File: src/hdl/l2_smi_pkg.sv
`default_nettype none

package l2_smi_pkg;

	// Line addresses count 64-byte lines, so the byte address is this value shifted by 6
	localparam int LINE_ADDR_WIDTH = 26;
	localparam int WORD_WIDTH = 32;
	localparam int LINE_WIDTH = 512;

	// One line moves as 16 beats of one word each
	localparam int BURST_BEATS = 16;
	localparam int BEAT_WIDTH = $clog2(BURST_BEATS);

	typedef logic [LINE_ADDR_WIDTH-1:0] line_addr_t;
	typedef logic [31:0] mem_addr_t;
	typedef logic [WORD_WIDTH-1:0] word_t;

	// Beat 0 sits in the most significant word
	typedef logic [LINE_WIDTH-1:0] line_t;

	typedef logic [1:0] way_t;

	// Unit in the upper two bits, strand in the lower two
	typedef logic [3:0] req_id_t;

	typedef enum logic [2:0]
	{
		PCI_LOAD = 3'd0,
		PCI_STORE = 3'd1,
		PCI_FLUSH = 3'd2,
		PCI_INVALIDATE = 3'd3
	} pci_op_t;

	typedef enum logic [1:0]
	{
		STATE_IDLE,
		STATE_WRITE,
		STATE_READ,
		STATE_ISSUE
	} smi_state_t;

endpackage

`default_nettype wire

File: src/hdl/l2_smi_burst.sv
`timescale 1ns/1ns
`default_nettype none

module l2_smi_burst import l2_smi_pkg::*;
	(
		input wire clk,
		input wire arst_n_i,
		input wire wb_empty_i,
		input wire line_addr_t wb_addr_i,
		input wire line_t wb_line_i,
		output logic wb_done_o,
		input wire ld_empty_i,
		input wire ld_dup_i,
		input wire way_t ld_fill_way_i,
		input wire req_id_t ld_id_i,
		input wire pci_op_t ld_op_i,
		input wire line_addr_t ld_addr_i,
		output logic ld_done_o,
		output logic request_o,
		output logic write_o,
		output mem_addr_t addr_o,
		output word_t data_o,
		input wire ack_i,
		input wire word_t data_i,
		output logic reissue_valid_o,
		output logic reissue_dup_o,
		output way_t reissue_fill_way_o,
		output req_id_t reissue_id_o,
		output pci_op_t reissue_op_o,
		output line_addr_t reissue_addr_o,
		output line_t reissue_line_o
	);

	localparam logic [BEAT_WIDTH-1:0] LAST_BEAT = BEAT_WIDTH'(BURST_BEATS - 1);

	smi_state_t state_q;
	smi_state_t state_d;
	logic [BEAT_WIDTH-1:0] beat_q;
	logic [BEAT_WIDTH-1:0] beat_d;
	word_t load_buf [BURST_BEATS];
	line_addr_t burst_line;

	always_comb
	begin
		state_d = state_q;
		beat_d = beat_q;
		wb_done_o = 1'b0;
		ld_done_o = 1'b0;

		case (state_q)
			STATE_IDLE:
			begin
				// Writebacks go first so that a load never reads a line whose
				// newer copy is still waiting in the writeback queue
				if (!wb_empty_i)
					state_d = STATE_WRITE;
				else if (!ld_empty_i)
					state_d = ld_dup_i ? STATE_ISSUE : STATE_READ;
			end

			STATE_WRITE:
			begin
				if (ack_i)
				begin
					beat_d = beat_q + 1'b1;
					if (beat_q == LAST_BEAT)
					begin
						wb_done_o = 1'b1;
						state_d = STATE_IDLE;
					end
				end
			end

			STATE_READ:
			begin
				if (ack_i)
				begin
					beat_d = beat_q + 1'b1;
					if (beat_q == LAST_BEAT)
						state_d = STATE_ISSUE;
				end
			end

			STATE_ISSUE:
			begin
				ld_done_o = 1'b1;
				state_d = STATE_IDLE;
			end

			default:
				state_d = STATE_IDLE;
		endcase
	end

	// The beat counter wraps back to zero on the last beat of each burst
	always_ff @(posedge clk or negedge arst_n_i)
	begin
		if (!arst_n_i)
		begin
			state_q <= STATE_IDLE;
			beat_q <= '0;
		end
		else
		begin
			state_q <= state_d;
			beat_q <= beat_d;
		end
	end

	always_ff @(posedge clk)
	begin
		if (state_q == STATE_READ && ack_i)
			load_buf[beat_q] <= data_i;
	end

	assign request_o = state_q == STATE_WRITE || state_q == STATE_READ;
	assign write_o = state_q == STATE_WRITE;

	// Beats are word aligned inside the line, so the byte offset is beat * 4
	assign burst_line = write_o ? wb_addr_i : ld_addr_i;
	assign addr_o = {burst_line, beat_q, 2'b00};
	assign data_o = wb_line_i[(BURST_BEATS - 1 - beat_q) * WORD_WIDTH +: WORD_WIDTH];

	always_comb
	begin
		for (int i = 0; i < BURST_BEATS; i++)
			reissue_line_o[(BURST_BEATS - 1 - i) * WORD_WIDTH +: WORD_WIDTH] = load_buf[i];
	end

	// Duplicates carry a stale buffer, the pipeline finds the line already filled
	assign reissue_valid_o = state_q == STATE_ISSUE;
	assign reissue_dup_o = ld_dup_i;
	assign reissue_fill_way_o = ld_fill_way_i;
	assign reissue_id_o = ld_id_i;
	assign reissue_op_o = ld_op_i;
	assign reissue_addr_o = ld_addr_i;

	// A write burst drains the entry at the writeback queue head
	assert property (@(posedge clk) disable iff (!arst_n_i) write_o |-> request_o && !wb_empty_i);

	// A beat the memory has not taken is offered again unchanged
	assert property (@(posedge clk) disable iff (!arst_n_i)
		request_o && !ack_i |=> request_o && $stable(write_o) && $stable(addr_o));

endmodule

`default_nettype wire

File: config.mk
export PLATFORM = sky130hd
export DESIGN_NAME = l2_smi_burst
export DESIGN_NICKNAME = d
export VERILOG_FILES = /design/src/hdl/l2_smi_pkg.sv /design/src/hdl/l2_smi_burst.sv
export SDC_FILE = /design/constraint.sdc
export NUM_CORES = 1
export LEC_CHECK = 0
export BUFFER_PORTS_ARGS = -buffer_cell sky130_fd_sc_hd__buf_2
export CORE_AREA = 2 2 480 482
export DETAILED_ROUTE_END_ITERATION = 8
export DIE_AREA = 0 0 482 484
export PLACE_DENSITY = 0.35
export SLEW_MARGIN = 20
export SYNTH_ARGS = -nofsm -noshare
export SYNTH_HDL_FRONTEND = slang
export SYNTH_SLANG_ARGS = --single-unit
File: constraint.sdc
create_clock -name clk -period 4.7 [get_ports clk]
set_input_delay 0.47 -clock clk [delete_from_list [all_inputs] [get_ports clk]]
set_output_delay 0.47 -clock clk [all_outputs]
set_load 0.005 [all_outputs]
# Word level (Yosys, flattened, before mapping)
# Memory sizes are Yosys's and may differ from the RTL's.
# Cells that the tools add are included.
totals:
  mem_bits_rw: 512
  memories: 1
  ff_bits: 6
  inputBits: 611
classes:
  mux: 15
  shifts: 1
  n_eq_ne: 9
  n_reduce_logical: 6
  addsub: 2
mem_list:
  columns: ["memory", "depth", "word_bits", "rd", "rd_clocked_by_memory_dff", "wr", "line", "source"]
  rows:
  - ["load_buf", 16, 32, 16, 0, 1, "l2_smi_burst.sv:40", "word_t load_buf [BURST_BEATS];"]
op_table:
  columns: ["cell", "count"]
  rows:
  - ["512-bit by 33-bit indexed part select with 32-bit output", 1]
  - ["26-bit 2-to-1 mux", 1]
  - ["2-bit 2-to-1 mux", 6]
  - ["2-bit case mux with 4 select lines", 1]
  - ["1-bit 2-to-1 mux", 7]
  - ["5-bit AND reduction", 1]
  - ["4-bit by 4-bit subtractor with 5-bit output (first input constant)", 1]
  - ["4-bit by 1-bit adder with 4-bit output (second input constant)", 1]
  - ["2-bit equality test (second input constant)", 2]
  - ["4-bit equality test (second input constant)", 1]
  - ["2-bit by 1-bit != test with 1-bit output (second input constant)", 2]
  - ["2-bit != test (second input constant)", 2]
  - ["3-bit != test (second input constant)", 1]
  - ["2-bit by 1-bit equality test with 1-bit output (second input constant)", 1]
  - ["2-bit zero test", 1]
  - ["2-bit AND reduction", 1]
  - ["2-bit OR reduction", 1]
  - ["1-bit logical AND", 1]
  - ["1-bit logical OR", 1]

# Logic depth before layout (Yosys ltp)
# Gate-level depths: netlist of run 1.
logic_depth:
  word_depth: 4
  depth_mapped: 7
  mapped_depth_nobuf: 6

# Least setup slack after synthesis of run 1
# OpenSTA, ideal clock, no wires.
synth_path:
  path_kind: "flip-flop to flip-flop"
  from: "register beat_q[0]"
  to: "memory load_buf[0][0] (netlist name) (enable)"
  required_time_ps: 4232
  stages_incl_launch_ff: 8
  period_less_slack_ps: 4051
  path_slack_ps: 649
  arrival_time_ps: 3584
  cell_sequence: "dfrtp_1 -> clkbuf_2 -> buf_6 -> buf_4 -> inv_1 -> ha_1 -> nand2_1 -> nor3b_1"
synth_rtl:
  columns: ["item", "line", "source"]
  rows:
  - ["from (decl)", "l2_smi_burst.sv:38", "logic [BEAT_WIDTH-1:0] beat_q;"]
  - ["from (signal assigned)", "l2_smi_burst.sv:106", "beat_q <= beat_d;"]
  - ["to (decl)", "l2_smi_burst.sv:40", null]
# No word-level cell before the write port.

# Worst setup path after layout of run 1
layout_path:
  from: "register beat_q[0]"
  to: "output data_o[10]"
layout_between:
  elab_chain_len: 2
layout_rtl:
  columns: ["item", "line", "source"]
  rows:
  - ["4-bit by 4-bit subtractor with 5-bit output", "l2_smi_burst.sv:122", "assign data_o = wb_line_i[(BURST_BEATS - 1 - beat_q) * WORD_WIDTH +: WORD_WIDTH];"]
  - ["512-bit by 33-bit indexed part select with 32-bit output", "l2_smi_burst.sv:122", null]
  - ["to (decl)", "l2_smi_burst.sv:22", "output word_t data_o,"]
# Every way passes these cells.

==> impl_metrics.toml, run 1 <==
[worst_setup_path]
cp_data_required_time_ns = 4.23
path_max_fanout = 32
setup.worst_path.start = "beat_q[0]"
reg2reg_depth = 4
end_kind = "output pin"
critPathLaunchType = "register"
worstReg2RegStart = "beat_q[0]"
cp.arrival_ns = 3.35
crit_type = "reg2out"

[cells_and_area]
layout_common_cells = "buf_2, edfxtp_1, mux4_2"
nNetsFinal = 2753
synthToLayoutAreaGrowth_pct = 57.25
layout-drive-gt1-share = 0.6892
fin_area_mm2 = 0.03186
utilization = 0.1394
final_common_cell = "buf_2"
stdcell_count = 5218
n_fill_cell = 25670

[clock_tree]
clk_latency_ns = 0.63
cts.repair.resized = 0
cts_root_buf = "clkbuf_16"
numClockSinks = 518
clockBufferDepth = 3
htreeDepth = 2
cts_setup_buffers = 0
ctsHoldBuffers = 1
cts_tree = "built"
clk_pin_slew_ns = 0.08
cts_buffers = 51

[die]
coreArea_mm2 = 0.2286
die-area_mm2 = 0.2333
start_util = 0.08863
rows = 176
die_h_um = 484
die_x_um = 482
io_pins = 1228

[routing]
viasPerCell = 2.888
wl_per_cell_um = 25.14
ant_nets = 0
drt_iter0_drc = 833
drc = 0
vias = 15070
wirelength_um = 131200
firstDrtPassIters = 5

[synth]
synth.top_cell.area_share = 0.7589
yosys.area.top_type = "edfxtp_1"
postSynthAreaPerCell_um2 = 21.97
syn_inst = 922
synth_area_leaders = "edfxtp_1, mux4_2, a22oi_1"
synth_warnings = 0
ys_ff_latch = 518
syn_area_mm2 = 0.02026
ys_seq_area_frac = 0.7663
synth.distinct_cells = 30

[status]
status = "complete, no violations"

[timing]
slew_headroom = 0.3535
clock_skew_ns = 0.05590
worstMarginPinSlew_ns = 0.9675
hold_viol = 0
max_freq_mhz = 261.7
finalMaxSlewViolations = 0
setup_viol = 0
min_period_over_period = 0.8131
finalSetupTns_ns = 0
rsz0062_at_grt = "false"
hold_slack_ns = 0.1545
min_period_ns = 3.822
setup_ws_ns = 0.8783

[power]
comb_power_share = 0.330
p_int_mw = 9.901
clockPowerShare = 0.295
power_mw = 14.74
switching_share = 0.3283
ir_drop_mv = 0.2305
power_density_mw_per_mm2 = 462.7
power.switching_mw = 4.839
leakage_nw = 11.87
pwr-share-seq = 0.375

[place]
placed_area_mm2 = 0.03005
io_buffers = 1207
gp_congestion = 0.9288
dp.cells = 5106
dp_hpwl_um = 107100
dp_slack_ns = 1.433

[job]
maxCapViolations = 0

[global_routing]
grt_max_degree = 81
grt_overflow = 0
grt_pass1_vias = 15280
antenna_found_initial = 79
track_usage = 0.1066
grt_pass1_wl_um = 162800

[min_path]
hold_path.class = "in2reg"
worstHoldPathCells = 3
hp-start = "ld_empty_i"
-- sequential cells by signal, summed over array words and instances (netlist names) --
signal	flops
beat_q	4
state_q	2
load_buf	512
-- synth_stat cells (all sizes together) --
master	n
a221oi	1
a22oi	64
a31oi	2
and2	1
and4	1
buf	64
clkbuf	26
conb	1
dfrtp	6
edfxtp	512
ha	8
inv	4
mux2	27
mux2i	1
mux4	128
nand2	42
nand2b	1
nand3	5
nor2	15
nor2b	3
nor3	4
nor3b	1
o22ai	1
o2bb2ai	1
xnor2	2
xor2	1
-- power by group through the flow --
| stage | clock network (mW) | logic, mW | registers (mW) |
|---|---|---|---|
| finish | 4.35 | 4.86 | 5.53 |
| CTS | 4.51 | 5.08 | 5.56 |
| detailed placement | 0 | 5.05 | 5.66 |
| global placement | 0 | 5.06 | 5.66 |
| floorplan | 0 | 2.67 | 5.47 |
| global route | 4.65 | 5.26 | 5.57 |
-- worst paths after layout --
kind / to / slack [ns]
setup / recovery: data_o[10] / 0.88
setup reg to reg: load_buf[9][26] / 1.72
min in group asynchronous: beat_q[2] / 0.31
hold reg to reg: state_q[0] / 0.64
hold / removal: state_q[1] / 0.15
max in group asynchronous: beat_q[0] / 4.22
-- routing by layer --
| metal | vias up | track usage | share of wire |
|---|---|---|---|
| met3 | 241 | 0.02565 | 0.072 |
| met2 | 1015 | 0.2107 | 0.55 |
| met5 | - | 0 | 0.00083 |
| met4 | 18 | 0.04031 | 0.043 |
| met1 | 7534 | 0.1046 | 0.33 |
| li1 | 6262 | - | - |
-- worst max-delay path, cell delays in order, from the launching register on --
cell	delay, ns
dfrtp_4	0.92
buf_12	0.34
mux4_2	0.54
a22oi_1	0.60
nand2_1	0.11
buf_2	0.16
-- area by class of cell --
class / count / area, µm² / share of cell area
inverters: 4 / 15.01 / 0.0004713
diodes: 17 / 42.54 / 0.001335
flip-flops and latches: 518 / 15530 / 0.4875
multi-input cells: 311 / 4290 / 0.1347
well taps: 3026 / 3786 / 0.1188
repair buffers: 1248 / 6434 / 0.2019
clock inverters: 37 / 459.2 / 0.01441
clock buffers: 57 / 1299 / 0.04077
-- logic make-up after synthesis --
logic type / Yosys count / share of synthesized area
fa+ha+maj: 8 / 0.004941
buf+inv: 94 / 0.02884
xor+xnor: 3 / 0.001297
compound gates: 69 / 0.02551
simple gates: 73 / 0.01513
mux: 156 / 0.1578
flops: 518 / 0.7663
other cells: 1 / 0.0001851
(Power assumes the default switching activity.)
==> inputs of run 2 (changes only) <==
- clock period: 4.7 -> 3.87 ns (I/O delays scaled with it)
==> run 2 against run 1 <==
Register-to-register slack got worse by 0.68 ns. Via count increased by 1.4%. Utilization increased by 0.055 points.
==> impl_metrics.toml, run 2 (synthesis results as in run 1) <==
[power]
leakage_nw = 11.87
comb_power_share = 0.325
clockPowerShare = 0.289
power.switching_mw = 5.653
power_density_mw_per_mm2 = 548.1
ir_drop_mv = 0.3941
switching_share = 0.3225
power_mw = 17.53
p_int_mw = 11.88
pwr-share-seq = 0.387

[die]
io_pins = 1228
die-area_mm2 = 0.2333
coreArea_mm2 = 0.2286
die_x_um = 482
die_h_um = 484
start_util = 0.08863
rows = 176

[timing]
clock_skew_ns = 0.03260
slew_headroom = 0.3826
finalMaxSlewViolations = 0
min_period_ns = 3.595
setup_ws_ns = 0.2750
rsz0062_at_grt = "false"
min_period_over_period = 0.9290
hold_viol = 0
finalSetupTns_ns = 0
max_freq_mhz = 278.2
worstMarginPinSlew_ns = 0.9261
setup_viol = 0

[routing]
ant_nets = 0
wl_per_cell_um = 25.67
viasPerCell = 2.922
drc = 0
wirelength_um = 134200
firstDrtPassIters = 4
vias = 15270
drt_iter0_drc = 928

[clock_tree]
clockBufferDepth = 3
cts_buffers = 54
clk_latency_ns = 0.63
clk_pin_slew_ns = 0.05
cts_tree = "built"
cts_setup_buffers = 0
numClockSinks = 518
cts_root_buf = "clkbuf_16"
htreeDepth = 2

[worst_setup_path]
end_kind = "output pin"
path_cells = "buf_4 -> buf_4 -> mux4_2 -> a22oi_1 -> nand2_1 -> buf_2"
reg2reg_setup_slack_ns = 1.04
critPathMostFrequentCell = "buf_4"
cp.arrival_ns = 3.21
cp_data_required_time_ns = 3.48
path_max_fanout = 35
critPathLaunchType = "register"
path_buf_inv = 3
crit_type = "reg2out"
cp_top_family = "flip-flops"
slowest_stage = "dfrtp_4"
slowest_delay_ns = 0.96

[job]
maxCapViolations = 0

[global_routing]
antenna_found_initial = 110
track_usage = 0.1093
grt_pass1_vias = 15290
grt_overflow = 0
grt_pass1_wl_um = 166700
grt_max_degree = 46

[cells_and_area]
largest_reg_flops = 512
regMostFlops = "load_buf"
layout_common_cells = "buf_2, edfxtp_1, mux4_2"
nNetsFinal = 2759
synthToLayoutAreaGrowth_pct = 57.87
layout-drive-gt1-share = 0.6926
top_regs = "load_buf (512), beat_q (4), state_q (2)"
n_fill_cell = 25710
final_common_cell = "buf_2"

[place]
io_buffers = 1207
dp_slack_ns = 0.8345
dp_hpwl_um = 108800
gp_congestion = 0.9194

[min_path]
hold_path.class = "in2reg"

[status]
status = "complete, no violations"
-- run 2: cell types whose count changed in the layout (fill, tap and decap cells not counted), moves of 2 or more --
cell        previous run  this run
clkinv_2               7        10
buf_4                 34        25
clkinv_4               0         2
clkinvlp_4             1         4
buf_12                 5        18
clkbuf_16             51        54
diode_2               17        26
bufinv_16             10         4
clkinv_1              14         6
-- run 2: metal layers --
| metal | vias up | routed length (µm) | track usage |
|---|---|---|---|
| met2 | 1034 | 71950 | 0.2109 |
| met4 | 20 | 5172 | 0.03528 |
| met5 | - | 126 | 0 |
| li1 | 6282 | - | - |
| met3 | 259 | 10370 | 0.03041 |
| met1 | 7679 | 46570 | 0.1114 |
-- run 2: timing repair --
action                    4_1_cts  5_1_grt
hold endpoints to repair        6        0
hold buffers                    1        0
resized for setup               0        0
-- run 2: final timing paths --
check | from | end | cells after the start
setup / recovery | beat_q[0] | data_o[8] | 6
hold / removal | ld_empty_i | state_q[1] | 3
setup reg to reg | beat_q[0] | load_buf[3][3] | 4
hold reg to reg | state_q[0] | state_q[0] | 2
max in group asynchronous | arst_n_i | beat_q[1] | 2
min in group asynchronous | arst_n_i | beat_q[3] | 2
-- run 2: metrics by stage --
step	cell area [µm²]	instances	util	hold slack (ns)
finish	31980	5228	0.1399	0.08084
global route	31940	5211	0.1397	0.05861
CTS	31920	5202	0.1396	0.003036
detailed placement	30220	5109	0.1322	0.2308
global placement	30220	5109	0.1322	0.2262
floorplan	20270	923	-	0.09141
-- run 2: worst min-delay path: stages --
cell	delay [ns]
buf_2	0.09
o2bb2ai_1	0.11
a221oi_1	0.07
-- run 2: final cells by class --
cell class | instances | area [µm²] | area share
antenna | 26 | 65.06 | 0.002034
clock inverter | 31 | 312.8 | 0.009780
multi-input combinational | 311 | 4297 | 0.1343
tap | 3026 | 3786 | 0.1184
inverter | 4 | 15.01 | 0.0004694
clock buffer | 61 | 1378 | 0.04307
timing repair buffer | 1251 | 6599 | 0.2063
sequential | 518 | 15530 | 0.4856
-- run 2: power groups by stage --
stage / clock [mW] / combinational (mW) / sequential, mW
after detailed placement: 0 / 5.85 / 6.93
final: 5.06 / 5.69 / 6.78
after floorplan: 0 / 3.24 / 6.64
after CTS: 5.26 / 5.88 / 6.81
after global placement: 0 / 5.87 / 6.93
after global routing: 5.45 / 6.15 / 6.83
==> inputs of run 3 (changes only) <==
--- a/config.mk
+++ b/config.mk
@@ -7,8 +7,10 @@
 export LEC_CHECK = 0
 export BUFFER_PORTS_ARGS = -buffer_cell sky130_fd_sc_hd__buf_2
-export CORE_AREA = 2 2 480 482
+export CELL_PAD_IN_SITES_DETAIL_PLACEMENT = 1
+export CELL_PAD_IN_SITES_GLOBAL_PLACEMENT = 2
+export CORE_AREA = 2 2 475 477
 export DETAILED_ROUTE_END_ITERATION = 8
-export DIE_AREA = 0 0 482 484
-export PLACE_DENSITY = 0.35
+export DIE_AREA = 0 0 477 479
+export PLACE_DENSITY = 0.43
 export SLEW_MARGIN = 20
 export SYNTH_ARGS = -nofsm -noshare
==> constraint.sdc (replaced) <==
create_clock -name clk -period 3.87 [get_ports clk]
set_input_delay 0.5805 -clock clk [delete_from_list [all_inputs] [get_ports clk]]
set_output_delay 0.5805 -clock clk [all_outputs]
set_load 0.005 [all_outputs]
==> run 3 against run 2 <==
Combinational power grew 4.7%. Global-route usage grew 0.14 points. Worst setup slack lost 0.073 ns. Clock power grew 2%. Sequential cell count is the same. Largest power group unchanged. Register-to-register slack gained 0.17 ns. Via count shrank 0.21%. Design area grew 0.36%.
==> impl_metrics.toml, run 3 (synthesis results as in run 1) <==
[worst_setup_path]
critPathLaunchType = "register"
end_kind = "output pin"
cp_top_family = "buffers and inverters"
path_max_fanout = 28
slowest_stage = "dfrtp_4"
cp.arrival_ns = 3.09
reg2reg_depth = 4
r2r-end = "load_buf[12][25]"
reg2reg_setup_slack_ns = 1.21
cp_data_required_time_ns = 3.29
path_cells = "buf_12 -> buf_4 -> mux4_2 -> a22oi_1 -> nand2_1 -> buf_2"
path_buf_inv = 3
crit_type = "reg2out"
worstReg2RegStart = "beat_q[3]"
setup.worst_path.start = "beat_q[0]"
slowest_delay_ns = 0.71

[clock_tree]
clockBufferDepth = 3
ctsHoldBuffers = 1
cts_root_buf = "clkbuf_16"
htreeDepth = 2
clk_pin_slew_ns = 0.05
cts_setup_buffers = 0
cts_tree = "built"
cts_buffers = 54
numClockSinks = 518
clk_latency_ns = 0.62
cts.repair.resized = 0

[cells_and_area]
regMostFlops = "load_buf"
top_regs = "load_buf (512), beat_q (4), state_q (2)"
layout_common_cells = "buf_2, edfxtp_1, mux4_2"
layout-drive-gt1-share = 0.6894
fin_area_mm2 = 0.03210
final_common_cell = "buf_2"
largest_reg_flops = 512
utilization = 0.1436
synthToLayoutAreaGrowth_pct = 58.44
stdcell_count = 5205
nNetsFinal = 2764

[min_path]
hold_path.class = "in2reg"
hp-start = "ld_empty_i"
min_to = "state_q[1]"
worstHoldPathCells = 3

[power]
leakage_nw = 11.95
power_density_mw_per_mm2 = 554.4
ir_drop_mv = 0.2401

[global_routing]
grt_pass1_wl_um = 167800
grt_pass1_vias = 16010
antenna_found_initial = 107
grt_overflow = 0
grt_max_degree = 33
track_usage = 0.1108

[timing]
hold_viol = 0
finalMaxSlewViolations = 0
slew_headroom = 0.4040
rsz0062_at_grt = "false"
clock_skew_ns = 0.01837
max_freq_mhz = 272.6
min_period_ns = 3.668
finalSetupTns_ns = 0
min_period_over_period = 0.9478
worstMarginPinSlew_ns = 0.8918
setup_viol = 0

[routing]
ant_nets = 0
wl_per_cell_um = 25.55
viasPerCell = 2.928
drc = 0
firstDrtPassIters = 4
drt_iter0_drc = 904
wirelength_um = 133000
vias = 15240

[die]
io_pins = 1228
die_h_um = 479
die-area_mm2 = 0.2285
die_x_um = 477
coreArea_mm2 = 0.2236
rows = 174
start_util = 0.09061

[place]
gp_congestion = 0.8658
io_buffers = 1207
placed_area_mm2 = 0.03027
dp.cells = 5080
dp_hpwl_um = 108700

[status]
status = "complete, no violations"

[job]
maxCapViolations = 0
[run 3: worst min-delay path, delay by kind of cell]
kind / cells / cell delay, ns
AOI/OAI and AO/OA: 2 / 0.19
buffers and inverters: 1 / 0.09
[run 3: area by class of cell]
| type | instances | area [µm²] |
|---|---|---|
| Fill cell | 25690 | 191500 |
| Sequential cell | 518 | 15530 |
| Timing Repair Buffer | 1256 | 6699 |
| Multi-Input combinational cell | 311 | 4294 |
| Tap cell | 2992 | 3744 |
| Clock buffer | 65 | 1393 |
| Clock inverter | 35 | 361.6 |
| Antenna cell | 24 | 60.06 |
| Inverter | 4 | 15.01 |
[run 3: how the worst max path moves through the flow]
stage / to / cells after the start / slack [ns]
6_report: data_o[16] / 6 / 0.20
5_1_grt: data_o[16] / 6 / 0.02
4_1_cts: data_o[16] / 6 / 0.06
3_5_place_dp: data_o[16] / 6 / 0.78
3_3_place_gp: data_o[16] / 6 / 0.77
2_1_floorplan: load_buf[8][0] / 7 / 0.02
[run 3: report_power, final]
group / internal, mW / switching (mW) / total, mW / leakage (nW)
Sequential: 6.42 / 0.225 / 6.65 / 4.68
Combinational: 2.67 / 3.29 / 5.96 / 6.43
Clock: 2.93 / 2.26 / 5.18 / 0.848
[run 3: through the flow]
stage | setup slack, ns | hold WS (ns) | power (mW)
finish | 0.2021 | 0.2858 | 17.80
global placement | 0.7744 | 0.4162 | 12.94
global route | 0.01770 | 0.2538 | 18.64
floorplan | 0.01697 | 0.2849 | 9.880
detailed placement | 0.7802 | 0.4207 | 12.95
CTS | 0.05989 | 0.2081 | 18.24
[run 3: routing by layer]
metal / vias up / routed length, µm / GRT usage
li1: 6304 / - / -
met1: 7655 / 44260 / 0.1082
met2: 1003 / 75120 / 0.2208
met3: 250 / 9009 / 0.02874
met4: 30 / 4419 / 0.03898
met5: - / 197 / 0
